`src/life_pkg.sv`:
```
/* grid geometry and LFSR constants for the 16x16 toroidal automaton
   the LFSR is as wide as one row, so one state is one seed row */
package life_pkg;

	//////////////////////////////////////////////////////////////////////
	// grid geometry
	//////////////////////////////////////////////////////////////////////

	localparam int GRID_COLS = 16;
	localparam int GRID_ROWS = 16;

	// one row of cells, bit n is column n
	typedef logic [GRID_COLS-1:0] row_t;
	typedef logic [$clog2(GRID_ROWS)-1:0] row_addr_t;
	// msb selects the bank
	typedef logic [$clog2(GRID_ROWS):0] bank_addr_t;
	// completed generations, wraps
	typedef logic [15:0] gen_count_t;

	//////////////////////////////////////////////////////////////////////
	// seed generator
	//////////////////////////////////////////////////////////////////////

	// state after reset, must be nonzero
	localparam logic [15:0] LFSR_SEED = 16'hACE1;
	// xor mask applied when a one drops out of bit 0
	localparam logic [15:0] LFSR_TAPS = 16'hB400;

endpackage

```
`src/ctrl_pkg.sv`:
```
/* button filter timing in clk cycles, kept short for simulation
   and the state encodings of the debouncer and the sequencer */
package ctrl_pkg;

	//////////////////////////////////////////////////////////////////////
	// fire button timing
	//////////////////////////////////////////////////////////////////////

	// synchronized level must stay high this long to count
	localparam int DB_PRESS_CYCLES = 16;
	// from start of press to long-hold
	localparam int DB_LONG_CYCLES = 400;
	// low time before the filter goes back to idle
	localparam int DB_RELEASE_CYCLES = 32;

	//////////////////////////////////////////////////////////////////////
	// state machines
	//////////////////////////////////////////////////////////////////////

	// debouncer
	typedef enum logic [2:0] {
		db_idle,
		db_wait_press,
		db_pressed,
		db_wait_long,
		db_long_hold,
		db_wait_off,
		db_wait_long_off
	} db_state_t;

	// generation sequencer
	typedef enum logic [1:0] {
		seq_seeding,
		seq_idle,
		seq_running
	} seq_state_t;

endpackage

```
`src/button_debounce.sv`:
```
/* fire_button is asynchronous; bounces shorter than the press filter give no output
   long_hold persists until the release filter runs out */
module button_debounce (
	input  logic clk,
	input  logic reset,
	input  logic fire_button,
	output logic press_pulse,
	output logic long_hold
);
	logic sync_meta;
	logic sync_in;
	ctrl_pkg::db_state_t state;
	// cycles since press start, saturates at the long threshold
	logic [$clog2(ctrl_pkg::DB_LONG_CYCLES + 1)-1:0] press_cnt;
	// cycles low while waiting for release
	logic [$clog2(ctrl_pkg::DB_RELEASE_CYCLES + 1)-1:0] rel_cnt;
	logic release_done;

	// two-flop synchronizer
	always_ff @(posedge clk) begin
		if (reset) begin
			sync_meta <= 1'b0;
			sync_in <= 1'b0;
		end else begin
			sync_meta <= fire_button;
			sync_in <= sync_meta;
		end
	end

	assign release_done = (rel_cnt == ctrl_pkg::DB_RELEASE_CYCLES - 1);

	always_ff @(posedge clk) begin
		if (reset) begin
			state <= ctrl_pkg::db_idle;
			press_cnt <= '0;
			rel_cnt <= '0;
		end else begin
			// press timer runs from first high sample until idle
			if (state == ctrl_pkg::db_idle)
				press_cnt <= '0;
			else if (press_cnt != ctrl_pkg::DB_LONG_CYCLES)
				press_cnt <= press_cnt + 1'b1;
			// release timer only counts while low
			if (state == ctrl_pkg::db_wait_off || state == ctrl_pkg::db_wait_long_off)
				rel_cnt <= rel_cnt + 1'b1;
			else
				rel_cnt <= '0;

			case (state)
				ctrl_pkg::db_idle:
					if (sync_in)
						state <= ctrl_pkg::db_wait_press;
				ctrl_pkg::db_wait_press:
					if (!sync_in)
						state <= ctrl_pkg::db_idle;
					else if (press_cnt == ctrl_pkg::DB_PRESS_CYCLES - 1)
						state <= ctrl_pkg::db_pressed;
				// single cycle, this is the pulse
				ctrl_pkg::db_pressed:
					state <= ctrl_pkg::db_wait_long;
				ctrl_pkg::db_wait_long:
					if (!sync_in)
						state <= ctrl_pkg::db_wait_off;
					else if (press_cnt >= ctrl_pkg::DB_LONG_CYCLES - 1)
						state <= ctrl_pkg::db_long_hold;
				ctrl_pkg::db_long_hold:
					if (!sync_in)
						state <= ctrl_pkg::db_wait_long_off;
				// high again during release counts as the same press
				ctrl_pkg::db_wait_off:
					if (sync_in)
						state <= ctrl_pkg::db_wait_long;
					else if (release_done)
						state <= ctrl_pkg::db_idle;
				ctrl_pkg::db_wait_long_off:
					if (sync_in)
						state <= ctrl_pkg::db_long_hold;
					else if (release_done)
						state <= ctrl_pkg::db_idle;
				default:
					state <= ctrl_pkg::db_idle;
			endcase
		end
	end

	assign press_pulse = (state == ctrl_pkg::db_pressed);
	assign long_hold = (state == ctrl_pkg::db_long_hold) || (state == ctrl_pkg::db_wait_long_off);

endmodule

```
`src/seed_lfsr.sv`:
```
/* Galois LFSR, one row per seed_step, restarts from LFSR_SEED on reset */
module seed_lfsr (
	input  logic           clk,
	input  logic           reset,
	input  logic           seed_step,
	output life_pkg::row_t seed_row
);
	life_pkg::row_t lfsr;

	always_ff @(posedge clk) begin
		if (reset) begin
			lfsr <= life_pkg::LFSR_SEED;
		end else if (seed_step) begin
			// shift right, fold taps in when a one falls out
			if (lfsr[0])
				lfsr <= (lfsr >> 1) ^ life_pkg::LFSR_TAPS;
			else
				lfsr <= lfsr >> 1;
		end
	end

	// current state is the row being written
	assign seed_row = lfsr;

endmodule

```
`src/life_engine.sv`:
```
/* read data is valid one cycle after rd_addr; a next row is valid for writing
   two cycles after the shift that completes its window */
module life_engine (
	input  logic                 clk,
	input  life_pkg::bank_addr_t rd_addr,
	input  life_pkg::bank_addr_t wr_addr,
	input  logic                 wr_en,
	input  logic                 wr_seed,
	input  life_pkg::row_t       seed_row,
	input  logic                 shift_en,
	input  logic                 load_out,
	output life_pkg::row_t       row_data
);
	// both banks in one array, bank bit is the address msb
	life_pkg::row_t mem [2 * life_pkg::GRID_ROWS];
	life_pkg::row_t rd_data;
	// three-row window, index 0 is the newest row
	life_pkg::row_t [2:0] window;
	logic [1:0] col_sum [life_pkg::GRID_COLS];
	logic [1:0] col_sum_q [life_pkg::GRID_COLS];
	life_pkg::row_t mid_q;
	logic [3:0] box_sum [life_pkg::GRID_COLS];
	life_pkg::row_t next_row;
	logic load_d;

	//////////////////////////////////////////////////////////////////////
	// cell RAM
	//////////////////////////////////////////////////////////////////////

	always_ff @(posedge clk) begin
		rd_data <= mem[rd_addr];
		if (wr_en)
			mem[wr_addr] <= wr_seed ? seed_row : next_row;
	end

	// external row read, capture the cycle the data comes out
	always_ff @(posedge clk) begin
		load_d <= load_out;
		if (load_d)
			row_data <= rd_data;
	end

	//////////////////////////////////////////////////////////////////////
	// row window and rule
	//////////////////////////////////////////////////////////////////////

	always_ff @(posedge clk) begin
		if (shift_en)
			window <= {window[1:0], rd_data};
	end

	// vertical sums per column, center row included
	always_comb begin
		for (int c = 0; c < life_pkg::GRID_COLS; c++) begin
			col_sum[c] = {1'b0, window[0][c]} + {1'b0, window[1][c]} + {1'b0, window[2][c]};
		end
	end

	// free running stage, follows the window one cycle later
	always_ff @(posedge clk) begin
		col_sum_q <= col_sum;
		mid_q <= window[1];
	end

	// 3x3 box with wrap at both edges, still includes the cell itself
	always_comb begin
		for (int c = 0; c < life_pkg::GRID_COLS; c++) begin
			box_sum[c] = {2'b00, col_sum_q[(c + 1) % life_pkg::GRID_COLS]}
				+ {2'b00, col_sum_q[c]}
				+ {2'b00, col_sum_q[(c + life_pkg::GRID_COLS - 1) % life_pkg::GRID_COLS]};
		end
	end

	// box of 3 means birth or survival with two, box of 4 only survival with three
	always_comb begin
		for (int c = 0; c < life_pkg::GRID_COLS; c++) begin
			next_row[c] = (box_sum[c] == 4'd3) || (mid_q[c] && box_sum[c] == 4'd4);
		end
	end

endmodule

```
`src/generation_sequencer.sv`:
```
/* row requests are ignored until seeded and pause the row walk for their cycle;
   a press arriving while a generation runs is dropped */
module generation_sequencer (
	input  logic                 clk,
	input  logic                 reset,
	input  logic                 press_pulse,
	input  logic                 long_hold,
	input  logic                 row_req,
	input  life_pkg::row_addr_t  row_addr,
	output logic                 seed_step,
	output life_pkg::bank_addr_t rd_addr,
	output life_pkg::bank_addr_t wr_addr,
	output logic                 wr_en,
	output logic                 wr_seed,
	output logic                 shift_en,
	output logic                 load_out,
	output logic                 row_valid,
	output life_pkg::gen_count_t gen_count,
	output logic                 seeded,
	output logic                 busy
);
	ctrl_pkg::seq_state_t state;
	life_pkg::row_addr_t seed_idx;
	// read walk covers GRID_ROWS + 2 rows, wrap row on each side
	logic [$clog2(life_pkg::GRID_ROWS + 3)-1:0] walk_cnt;
	logic [$clog2(life_pkg::GRID_ROWS + 3)-1:0] shift_cnt;
	logic bank;
	logic rd_issue;
	logic wr_pend;
	life_pkg::row_addr_t wr_row;
	logic req_d;
	logic req_ok;
	logic walk_go;
	logic start;
	logic gen_done;

	assign req_ok = row_req && seeded;
	assign walk_go = (state == ctrl_pkg::seq_running) && !req_ok
		&& (walk_cnt < life_pkg::GRID_ROWS + 2);
	assign start = (state == ctrl_pkg::seq_idle) && seeded && (press_pulse || long_hold);
	// last row of the new generation goes in this cycle
	assign gen_done = wr_en && !wr_seed
		&& (wr_addr[$bits(life_pkg::row_addr_t)-1:0] == life_pkg::row_addr_t'(life_pkg::GRID_ROWS - 1));
	// lfsr steps on the same edge its row is written
	assign seed_step = wr_seed;

	always_ff @(posedge clk) begin
		if (reset) begin
			state <= ctrl_pkg::seq_seeding;
			seed_idx <= '0;
			walk_cnt <= '0;
			shift_cnt <= '0;
			bank <= 1'b0;
			rd_issue <= 1'b0;
			shift_en <= 1'b0;
			wr_pend <= 1'b0;
			wr_en <= 1'b0;
			wr_seed <= 1'b0;
			load_out <= 1'b0;
			req_d <= 1'b0;
			row_valid <= 1'b0;
			gen_count <= '0;
			seeded <= 1'b0;
			busy <= 1'b0;
		end else begin
			// read side, data is in the window one cycle after the address
			rd_issue <= walk_go;
			shift_en <= rd_issue;
			// row_valid three stages behind the request
			load_out <= req_ok;
			req_d <= load_out;
			row_valid <= req_d;
			// third shift onward completes a window
			wr_pend <= shift_en && (shift_cnt >= 2);
			wr_seed <= (state == ctrl_pkg::seq_seeding);
			wr_en <= (state == ctrl_pkg::seq_seeding) || wr_pend;
			if (shift_en)
				shift_cnt <= shift_cnt + 1'b1;
			if (walk_go)
				walk_cnt <= walk_cnt + 1'b1;

			case (state)
				ctrl_pkg::seq_seeding: begin
					seed_idx <= seed_idx + 1'b1;
					if (seed_idx == life_pkg::row_addr_t'(life_pkg::GRID_ROWS - 1))
						state <= ctrl_pkg::seq_idle;
				end
				ctrl_pkg::seq_idle: begin
					// last seed row is in the RAM by now
					seeded <= 1'b1;
					if (start) begin
						state <= ctrl_pkg::seq_running;
						busy <= 1'b1;
						walk_cnt <= '0;
						shift_cnt <= '0;
					end
				end
				ctrl_pkg::seq_running:
					if (gen_done) begin
						bank <= ~bank;
						gen_count <= gen_count + 1'b1;
						busy <= 1'b0;
						state <= ctrl_pkg::seq_idle;
					end
				default:
					state <= ctrl_pkg::seq_idle;
			endcase
		end
	end

	// addresses, walk row is walk_cnt - 1 so the walk starts on the last row
	always_ff @(posedge clk) begin
		wr_row <= life_pkg::row_addr_t'(shift_cnt - 2'd2);
		if (req_ok)
			rd_addr <= {bank, row_addr};
		else
			rd_addr <= {bank, life_pkg::row_addr_t'(walk_cnt - 1'b1)};
		if (state == ctrl_pkg::seq_seeding)
			wr_addr <= {1'b0, seed_idx};
		else
			wr_addr <= {~bank, wr_row};
	end

endmodule

```
`src/life_top.sv`:
```
/* single clock domain; row_valid follows row_req by three cycles
   and row_req is ignored until seeded */
module life_top (
	input  logic                 clk,
	input  logic                 reset,
	input  logic                 fire_button,
	input  logic                 row_req,
	input  life_pkg::row_addr_t  row_addr,
	output logic                 row_valid,
	output life_pkg::row_t       row_data,
	output life_pkg::gen_count_t gen_count,
	output logic                 seeded,
	output logic                 busy
);
	logic press_pulse;
	logic long_hold;
	logic seed_step;
	life_pkg::row_t seed_row;
	life_pkg::bank_addr_t rd_addr;
	life_pkg::bank_addr_t wr_addr;
	logic wr_en;
	logic wr_seed;
	logic shift_en;
	logic load_out;

	// button filter
	button_debounce button_debounce_i (
		.clk         (clk),
		.reset       (reset),
		.fire_button (fire_button),
		.press_pulse (press_pulse),
		.long_hold   (long_hold)
	);

	// initial grid source
	seed_lfsr seed_lfsr_i (
		.clk       (clk),
		.reset     (reset),
		.seed_step (seed_step),
		.seed_row  (seed_row)
	);

	// control
	generation_sequencer generation_sequencer_i (
		.clk         (clk),
		.reset       (reset),
		.press_pulse (press_pulse),
		.long_hold   (long_hold),
		.row_req     (row_req),
		.row_addr    (row_addr),
		.seed_step   (seed_step),
		.rd_addr     (rd_addr),
		.wr_addr     (wr_addr),
		.wr_en       (wr_en),
		.wr_seed     (wr_seed),
		.shift_en    (shift_en),
		.load_out    (load_out),
		.row_valid   (row_valid),
		.gen_count   (gen_count),
		.seeded      (seeded),
		.busy        (busy)
	);

	// datapath
	life_engine life_engine_i (
		.clk      (clk),
		.rd_addr  (rd_addr),
		.wr_addr  (wr_addr),
		.wr_en    (wr_en),
		.wr_seed  (wr_seed),
		.seed_row (seed_row),
		.shift_en (shift_en),
		.load_out (load_out),
		.row_data (row_data)
	);

endmodule

```
`config.mk`:
```
export PLATFORM = sky130hd
export DESIGN_NAME = life_top
export DESIGN_NICKNAME = d
export VERILOG_FILES = /design/src/life_pkg.sv /design/src/ctrl_pkg.sv /design/src/button_debounce.sv /design/src/seed_lfsr.sv /design/src/life_engine.sv /design/src/generation_sequencer.sv /design/src/life_top.sv
export SDC_FILE = /design/constraint.sdc
export NUM_CORES = 1
export LEC_CHECK = 0
export BUFFER_PORTS_ARGS = -buffer_cell sky130_fd_sc_hd__buf_2
export CAP_MARGIN = 10
export CORE_ASPECT_RATIO = 1.75
export CORE_UTILIZATION = 59
export CTS_BUF_LIST = sky130_fd_sc_hd__clkbuf_2
export CTS_CLUSTER_DIAMETER = 100
export DETAILED_ROUTE_END_ITERATION = 10
export PLACE_DENSITY = 0.84
export SYNTH_ARGS = -nofsm -noshare
export SYNTH_HDL_FRONTEND = slang
export SYNTH_SLANG_ARGS = --single-unit
```
`constraint.sdc`:
```
create_clock -name clk -period 3.6 [get_ports clk]
set_input_delay 0.18 -clock clk [delete_from_list [all_inputs] [get_ports clk]]
set_output_delay 0.18 -clock clk [all_outputs]
set_load 0.005 [all_outputs]
```
# Word level (Yosys, flattened, before mapping)
# Memory sizes are Yosys's and may differ from the RTL's. A register that Yosys moved wholly into a read port is not among the register bits.
# Cells that the tools add are included.
[totals] mem_count=1 regBits=206 ramBits=512 out_inout_bits=35 elab_cells=263
[mem_list] name="life_engine_i.mem" words=32 width=16 read_ports=1 rd_ports_with_merged_regs=1 wr=1 line="life_engine.sv:15" rtl="life_pkg::row_t mem [2 * life_pkg::GRID_ROWS];"
[op_classes] n_reduce_logical=55 n_mux=29 n_lt_le_gt_ge=3 bitwise_logic=3 addsub=72 eq_ne=52
[ops] op="$add 4x2->4" n=16
[ops] op="$eq 4x2->1 const B" n=16
[ops] op="$eq 4x3->1 const B" n=16
[ops] op="$add 2x2->3" n=16
[ops] op="$add 1x1->2" n=16
[ops] op="$add 2x1->2" n=16
[ops] op="$mux 16" n=2
[ops] op="$mux 5" n=6
[ops] op="$mux 3" n=9
[ops] op="$logic_and 1x1->1" n=24
[ops] op="$pmux 3 s7" n=1
[ops] op="$logic_or 1x1->1" n=20
[ops] op="$add 16x1->16 const B" n=1
[ops] op="$add 5x1->5 const B" n=2
[ops] op="$add 9x1->9 const B" n=1
[ops] op="$eq 3x3->1 const B" n=3
[ops] op="$eq 9x4->1 const B" n=1
[ops] op="$ge 9x9->1 const B" n=1
[ops] op="$ne 9x9->1 const B" n=1
[ops] op="$eq 4x4->1 const B" n=2
[ops] op="$mux 4" n=2
[ops] op="$add 6x1->6 const B" n=1
[ops] op="$eq 3x2->1 const B" n=2
[ops] op="$eq 6x5->1 const B" n=1
[ops] op="other kinds (25)" n=38

# Logic depth before layout (Yosys ltp)
[depth] word_depth=7 depth_mapped=8

# Modules after synthesis
# A second synthesis with hierarchy kept.
[hier_totals] hier_cells=1917 hier_area_um2=29625.9
[by_module_without_submodules] mod="life_engine" n_inst=1 seq_area_each_um2=18597.8 cells_per_inst=1491 area_each_um2=25580.8
[by_module_without_submodules] mod="generation_sequencer" n_inst=1 seq_area_each_um2=1141.1 cells_per_inst=251 area_each_um2=2351.0
[by_module_without_submodules] mod="button_debounce" n_inst=1 seq_area_each_um2=400.4 cells_per_inst=119 area_each_um2=1063.5
[by_module_without_submodules] mod="seed_lfsr" n_inst=1 seq_area_each_um2=320.3 cells_per_inst=56 area_each_um2=630.6

# Worst setup path before layout
# Ideal clock, no wire load.
[synth_timing] path_kind="register -> register" startpoint="register life_engine_i.col_sum_q[0] (netlist bit)" endpoint="memory life_engine_i.mem[0][14] (netlist bit), data pin" arrival_time_ps=3187 path_stages_with_launch=9 synth_period_minus_slack_ps=3641 slack_ps=-41 t_required_ps=3146 cell_sequence="dfxtp_1 -> ha_1 -> fa_1 -> fa_1 -> nor2_1 -> nand2_1 -> o221ai_1 -> o21ai_0 -> o21ai_0"
[synth_between] elab_chain_len=6
[synth_lines] element="start, declared" line="life_engine.sv:20" rtl="logic [1:0] col_sum_q [life_pkg::GRID_COLS];"
[synth_lines] element="start signal, assigned" line="life_engine.sv:61" rtl="col_sum_q <= col_sum;"
[synth_lines] element="$add 2x2->3 *" line="life_engine.sv:69" rtl="+ {2'b00, col_sum_q[c]}"
[synth_lines] element="$add 4x2->4 *" line="life_engine.sv:70" rtl="+ {2'b00, col_sum_q[(c + life_pkg::GRID_COLS - 1) % life_pkg::GRID_COLS]};"
[synth_lines] element="$eq 4x3->1" line="life_engine.sv:77" rtl="next_row[c] = (box_sum[c] == 4'd3) || (mid_q[c] && box_sum[c] == 4'd4);"
[synth_lines] element="$logic_and 1x1->1" line="life_engine.sv:77"
[synth_lines] element="$logic_or 1x1->1 *" line="life_engine.sv:77"
[synth_lines] element="$mux 16 *" line="life_engine.sv:33" rtl="mem[wr_addr] <= wr_seed ? seed_row : next_row;"
[synth_lines] element="end, declared" line="life_engine.sv:15"
# Every way passes the cells marked *; elsewhere a longest branch is shown, timed or not.

# Final worst setup path
[layout_timing] startpoint="register life_engine_i.col_sum_q[14] (netlist bit)" endpoint="memory life_engine_i.mem[12][7] (netlist bit), data pin"
# The elaborated chain is that of the path after synthesis.

==> flow_metrics.env <==
export IMPL_synth_fp_nets=1648
export IMPL_clock_skew_ps=106
export IMPL_wirelength_mm=63.7
export IMPL_hold_viol=0
export IMPL_first_pass_iters=5
export IMPL_grt_ovfl_total=0
export IMPL_avgViaCountPerCell=6.12
export IMPL_worstHoldEndpoint="seed_lfsr_i.seed_row[10]$_SDFFE_PP1P_"
export IMPL_cts_buffer_depth=3
export IMPL_synth_cell_area_mm2=0.0288
export IMPL_outcome="finished clean"
export IMPL_r2r_start="life_engine_i.col_sum_q[14]$_DFF_P_"
export IMPL_avgSynthCellArea_um2=18.8
export IMPL_cp_end_kind="flip-flop"
export IMPL_crit_type="reg2reg"
export IMPL_die_w_um=169
export IMPL_path_cells="ha_1 > fa_1 > fa_1 > xnor2_1 > and3_1 > o21ai_0 > nand2_1"
export IMPL_routedWlPerCell_um=25.4
export IMPL_cp_start_kind="flip-flop"
export IMPL_drtIter0Drc=1259
export IMPL_final_layout_size_suffix_gt1_frac=0.287
export IMPL_dieArea_mm2=0.0497
export IMPL_holdPathStages=4
export IMPL_drv_slew=0
export IMPL_async_flop_share=0
export IMPL_setup_tns_ps=0
export IMPL_ys_ff_latch=734
export IMPL_r2r_end="life_engine_i.mem[12][7]$_DFFE_PP_"
export IMPL_root_buffer="clkbuf_2"
export IMPL_synth_seq_area_share=0.711
export IMPL_clock_sinks=734
export IMPL_synth_enable_flop_cells=576
export IMPL_cp_num_buf_inv=0
export IMPL_syn_inst=1533
export IMPL_synth_area_leaders="edfxtp_1, mux4_2, dfxtp_1, fa_1, ha_1"
export IMPL_post_route_util=0.661
export IMPL_initial_core_util=0.600
export IMPL_rr_worst_depth=7
export IMPL_cpMaxStageDelayCell="nand2_1"
export IMPL_maxCapViolations=0
export IMPL_nets=1856
export IMPL_ir_drop_mv=0.285
export IMPL_synthTopCellsByCount="edfxtp_1, mux4_2, dfxtp_1"
export IMPL_cp_max_fo=32
export IMPL_power_density_mw_per_mm2=467
export IMPL_required_ps=4210
export IMPL_htreeDepth=4
export IMPL_place_hpwl_mm=38.4
export IMPL_cp_slowest_stage_delay_ps=580
export IMPL_holdCritPathClass="in2reg"
export IMPL_crit_family="adder cells"
export IMPL_ioPinCount=43
export IMPL_fp_coreArea_mm2=0.0480
export IMPL_ys_warn_count=0
export IMPL_yosysMostFrequentCell="edfxtp_1"
export IMPL_leakagePower_nw=11.3
export IMPL_cts_tree="built"
export IMPL_cts_buffers=150
export IMPL_portBuffers=42
export IMPL_arrival_ps=3840
export IMPL_gp_congestion=0.807
export IMPL_grt_max_degree=62
export IMPL_via_count=15342
export IMPL_fin_crit_ps=3230
export IMPL_rsz0062_at_grt="false"
export IMPL_area_growth_pct=10.3
export IMPL_clk_latency_ps=1160
export IMPL_grtUsageTotal=0.269
export IMPL_grt_antenna_before_repair=2
export IMPL_drtAntennaViolNets=0
export IMPL_synth_top_area_share=0.601
export IMPL_cp_common_cell="fa_1"
export IMPL_synth_area_leader_cell="edfxtp_1"
export IMPL_clkTransAtPathRegs_ps=130
export IMPL_drc=0
export IMPL_grt_pass1_wl_mm=95.5
export IMPL_max_slew_margin=0.248
export IMPL_reg2reg_slack_ps=370
export IMPL_grt_pass1_vias=16076
export IMPL_finalSetupViolCount=0
export IMPL_hold_start="reset"
export IMPL_n_fill_cell=3065
export IMPL_yosys_cell_types_count=56
export IMPL_post_route_period_util=0.896
export IMPL_tightest_slew_ps=1130
export IMPL_rows=106
export IMPL_synth_flop_cell="edfxtp_1"
export IMPL_die_h_um=294
export IMPL_timing_fmax_mhz=310
export IMPL_post_cts_buffers=0
cells in the final DEF (no fill, tap or decap), types with 7 or more instances in the layout:
master / n
edfxtp_1: 576
clkbuf_2: 222
mux4_2: 160
dfxtp_1: 152
nor2_1: 105
nand2_1: 60
ha_1: 59
buf_4: 49
fa_1: 48
buf_2: 42
a21oi_1: 37
xor2_1: 28
xnor2_1: 25
clkinv_1: 25
o21ai_0: 23
mux2_2: 21
dlygate4sd3_1: 21
nand3_1: 20
inv_1: 15
and3_1: 12
a21o_1: 10
nand4_1: 10
nor4b_1: 8
mux2i_1: 8
nand3b_1: 7
nor3_1: 7
nor2b_1: 7
clkinv_2: 7
cell type report:
| type | instances | area (um2) | share of cell area |
|---|---|---|---|
| Sequential cell | 734 | 20500 | 0.645 |
| Multi-Input combinational cell | 721 | 8020 | 0.253 |
| Clock buffer | 222 | 1110 | 0.0350 |
| Timing Repair Buffer | 117 | 888 | 0.0280 |
| Tap cell | 648 | 811 | 0.0255 |
| Clock inverter | 46 | 377 | 0.0119 |
| Inverter | 17 | 63.8 | 0.00201 |
| Antenna cell | 2 | 5.00 | 0.000158 |
worst max-delay path by stage:
stage | depth (start not counted) | endpoint | from
2_1_floorplan | 7 | life_engine_i.mem[0][9]$_DFFE_PP_ | life_engine_i.col_sum_q[10]$_DFF_P_
3_3_place_gp | 7 | life_engine_i.mem[26][5]$_DFFE_PP_ | life_engine_i.col_sum_q[18]$_DFF_P_
3_5_place_dp | 7 | life_engine_i.mem[18][7]$_DFFE_PP_ | life_engine_i.col_sum_q[14]$_DFF_P_
4_1_cts | 7 | life_engine_i.mem[13][7]$_DFFE_PP_ | life_engine_i.col_sum_q[14]$_DFF_P_
5_1_grt | 7 | life_engine_i.mem[23][3]$_DFFE_PP_ | life_engine_i.col_sum_q[24]$_DFF_P_
6_report | 7 | life_engine_i.mem[12][7]$_DFFE_PP_ | life_engine_i.col_sum_q[14]$_DFF_P_
logic make-up after synthesis:
family | after synthesis | share of synthesized area
XOR/XNOR | 53 | 0.0161
buffers and inverters | 78 | 0.0110
AO/OA/AOI/OAI | 109 | 0.0232
AND/OR/NAND/NOR | 263 | 0.0440
multiplexers | 189 | 0.136
adder cells (fa/ha/maj) | 107 | 0.0590
flip-flops | 734 | 0.711
sequential cells by signal, summed over array words and instances, names as in the netlist, 2 cells and up:
name / cells
generation_sequencer_i.shift_cnt: 5
button_debounce_i.rel_cnt: 6
generation_sequencer_i.rd_addr: 5
life_engine_i.rd_data: 16
seed_lfsr_i.seed_row: 16
generation_sequencer_i.wr_row: 4
life_engine_i.col_sum_q: 32
generation_sequencer_i.gen_count: 16
button_debounce_i.press_cnt: 9
life_engine_i.row_data: 16
generation_sequencer_i.seed_idx: 4
life_engine_i.window: 48
generation_sequencer_i.wr_addr: 5
generation_sequencer_i.state: 2
life_engine_i.mem: 512
life_engine_i.mid_q: 16
generation_sequencer_i.walk_cnt: 5
button_debounce_i.state: 3
layer usage:
| layer | global-route usage | part of all wire |
|---|---|---|
| met4 | 0.155 | 0.053 |
| met1 | 0.287 | 0.32 |
| met3 | 0.0475 | 0.064 |
| met2 | 0.495 | 0.56 |
| met5 | 0 | 0 |
where the power goes:
group | internal, mW | switching (mW) | total [mW] | leakage, nW
sequential | 9.20 | 0.0662 | 9.27 | 6.55
combinational | 0.118 | 0.259 | 0.376 | 3.64
clock | 2.10 | 3.09 | 5.19 | 1.10
worst register-to-register path: cells and delay by family (launching register included):
family | cells | cell delay [ps]
fa+ha+maj | 3 | 1140
simple gates | 2 | 770
flops | 1 | 350
compound gates | 1 | 260
xor+xnor | 1 | 160
repair_timing:
item | 4_1_cts | 5_1_grt
resized for setup | 0 | 0
endpoints found under the hold margin | 81 | 0
hold buffers | 21 | 0
metrics by stage:
step                instance area, um2  setup slack, ps  hold slack [ps]  std cells  total power, mW
CTS                              31700              367             26.8       2505             14.9
detailed placement               30000              460              346       2216             9.81
global placement                 30000              654              332       2216             9.79
floorplan                        28800             7.98              281       1533             9.68
global route                     31800              189             43.8       2507             15.3
finish                           31800              375              106       2507             14.8
No activity file was read; power rests on OpenSTA's default activity.
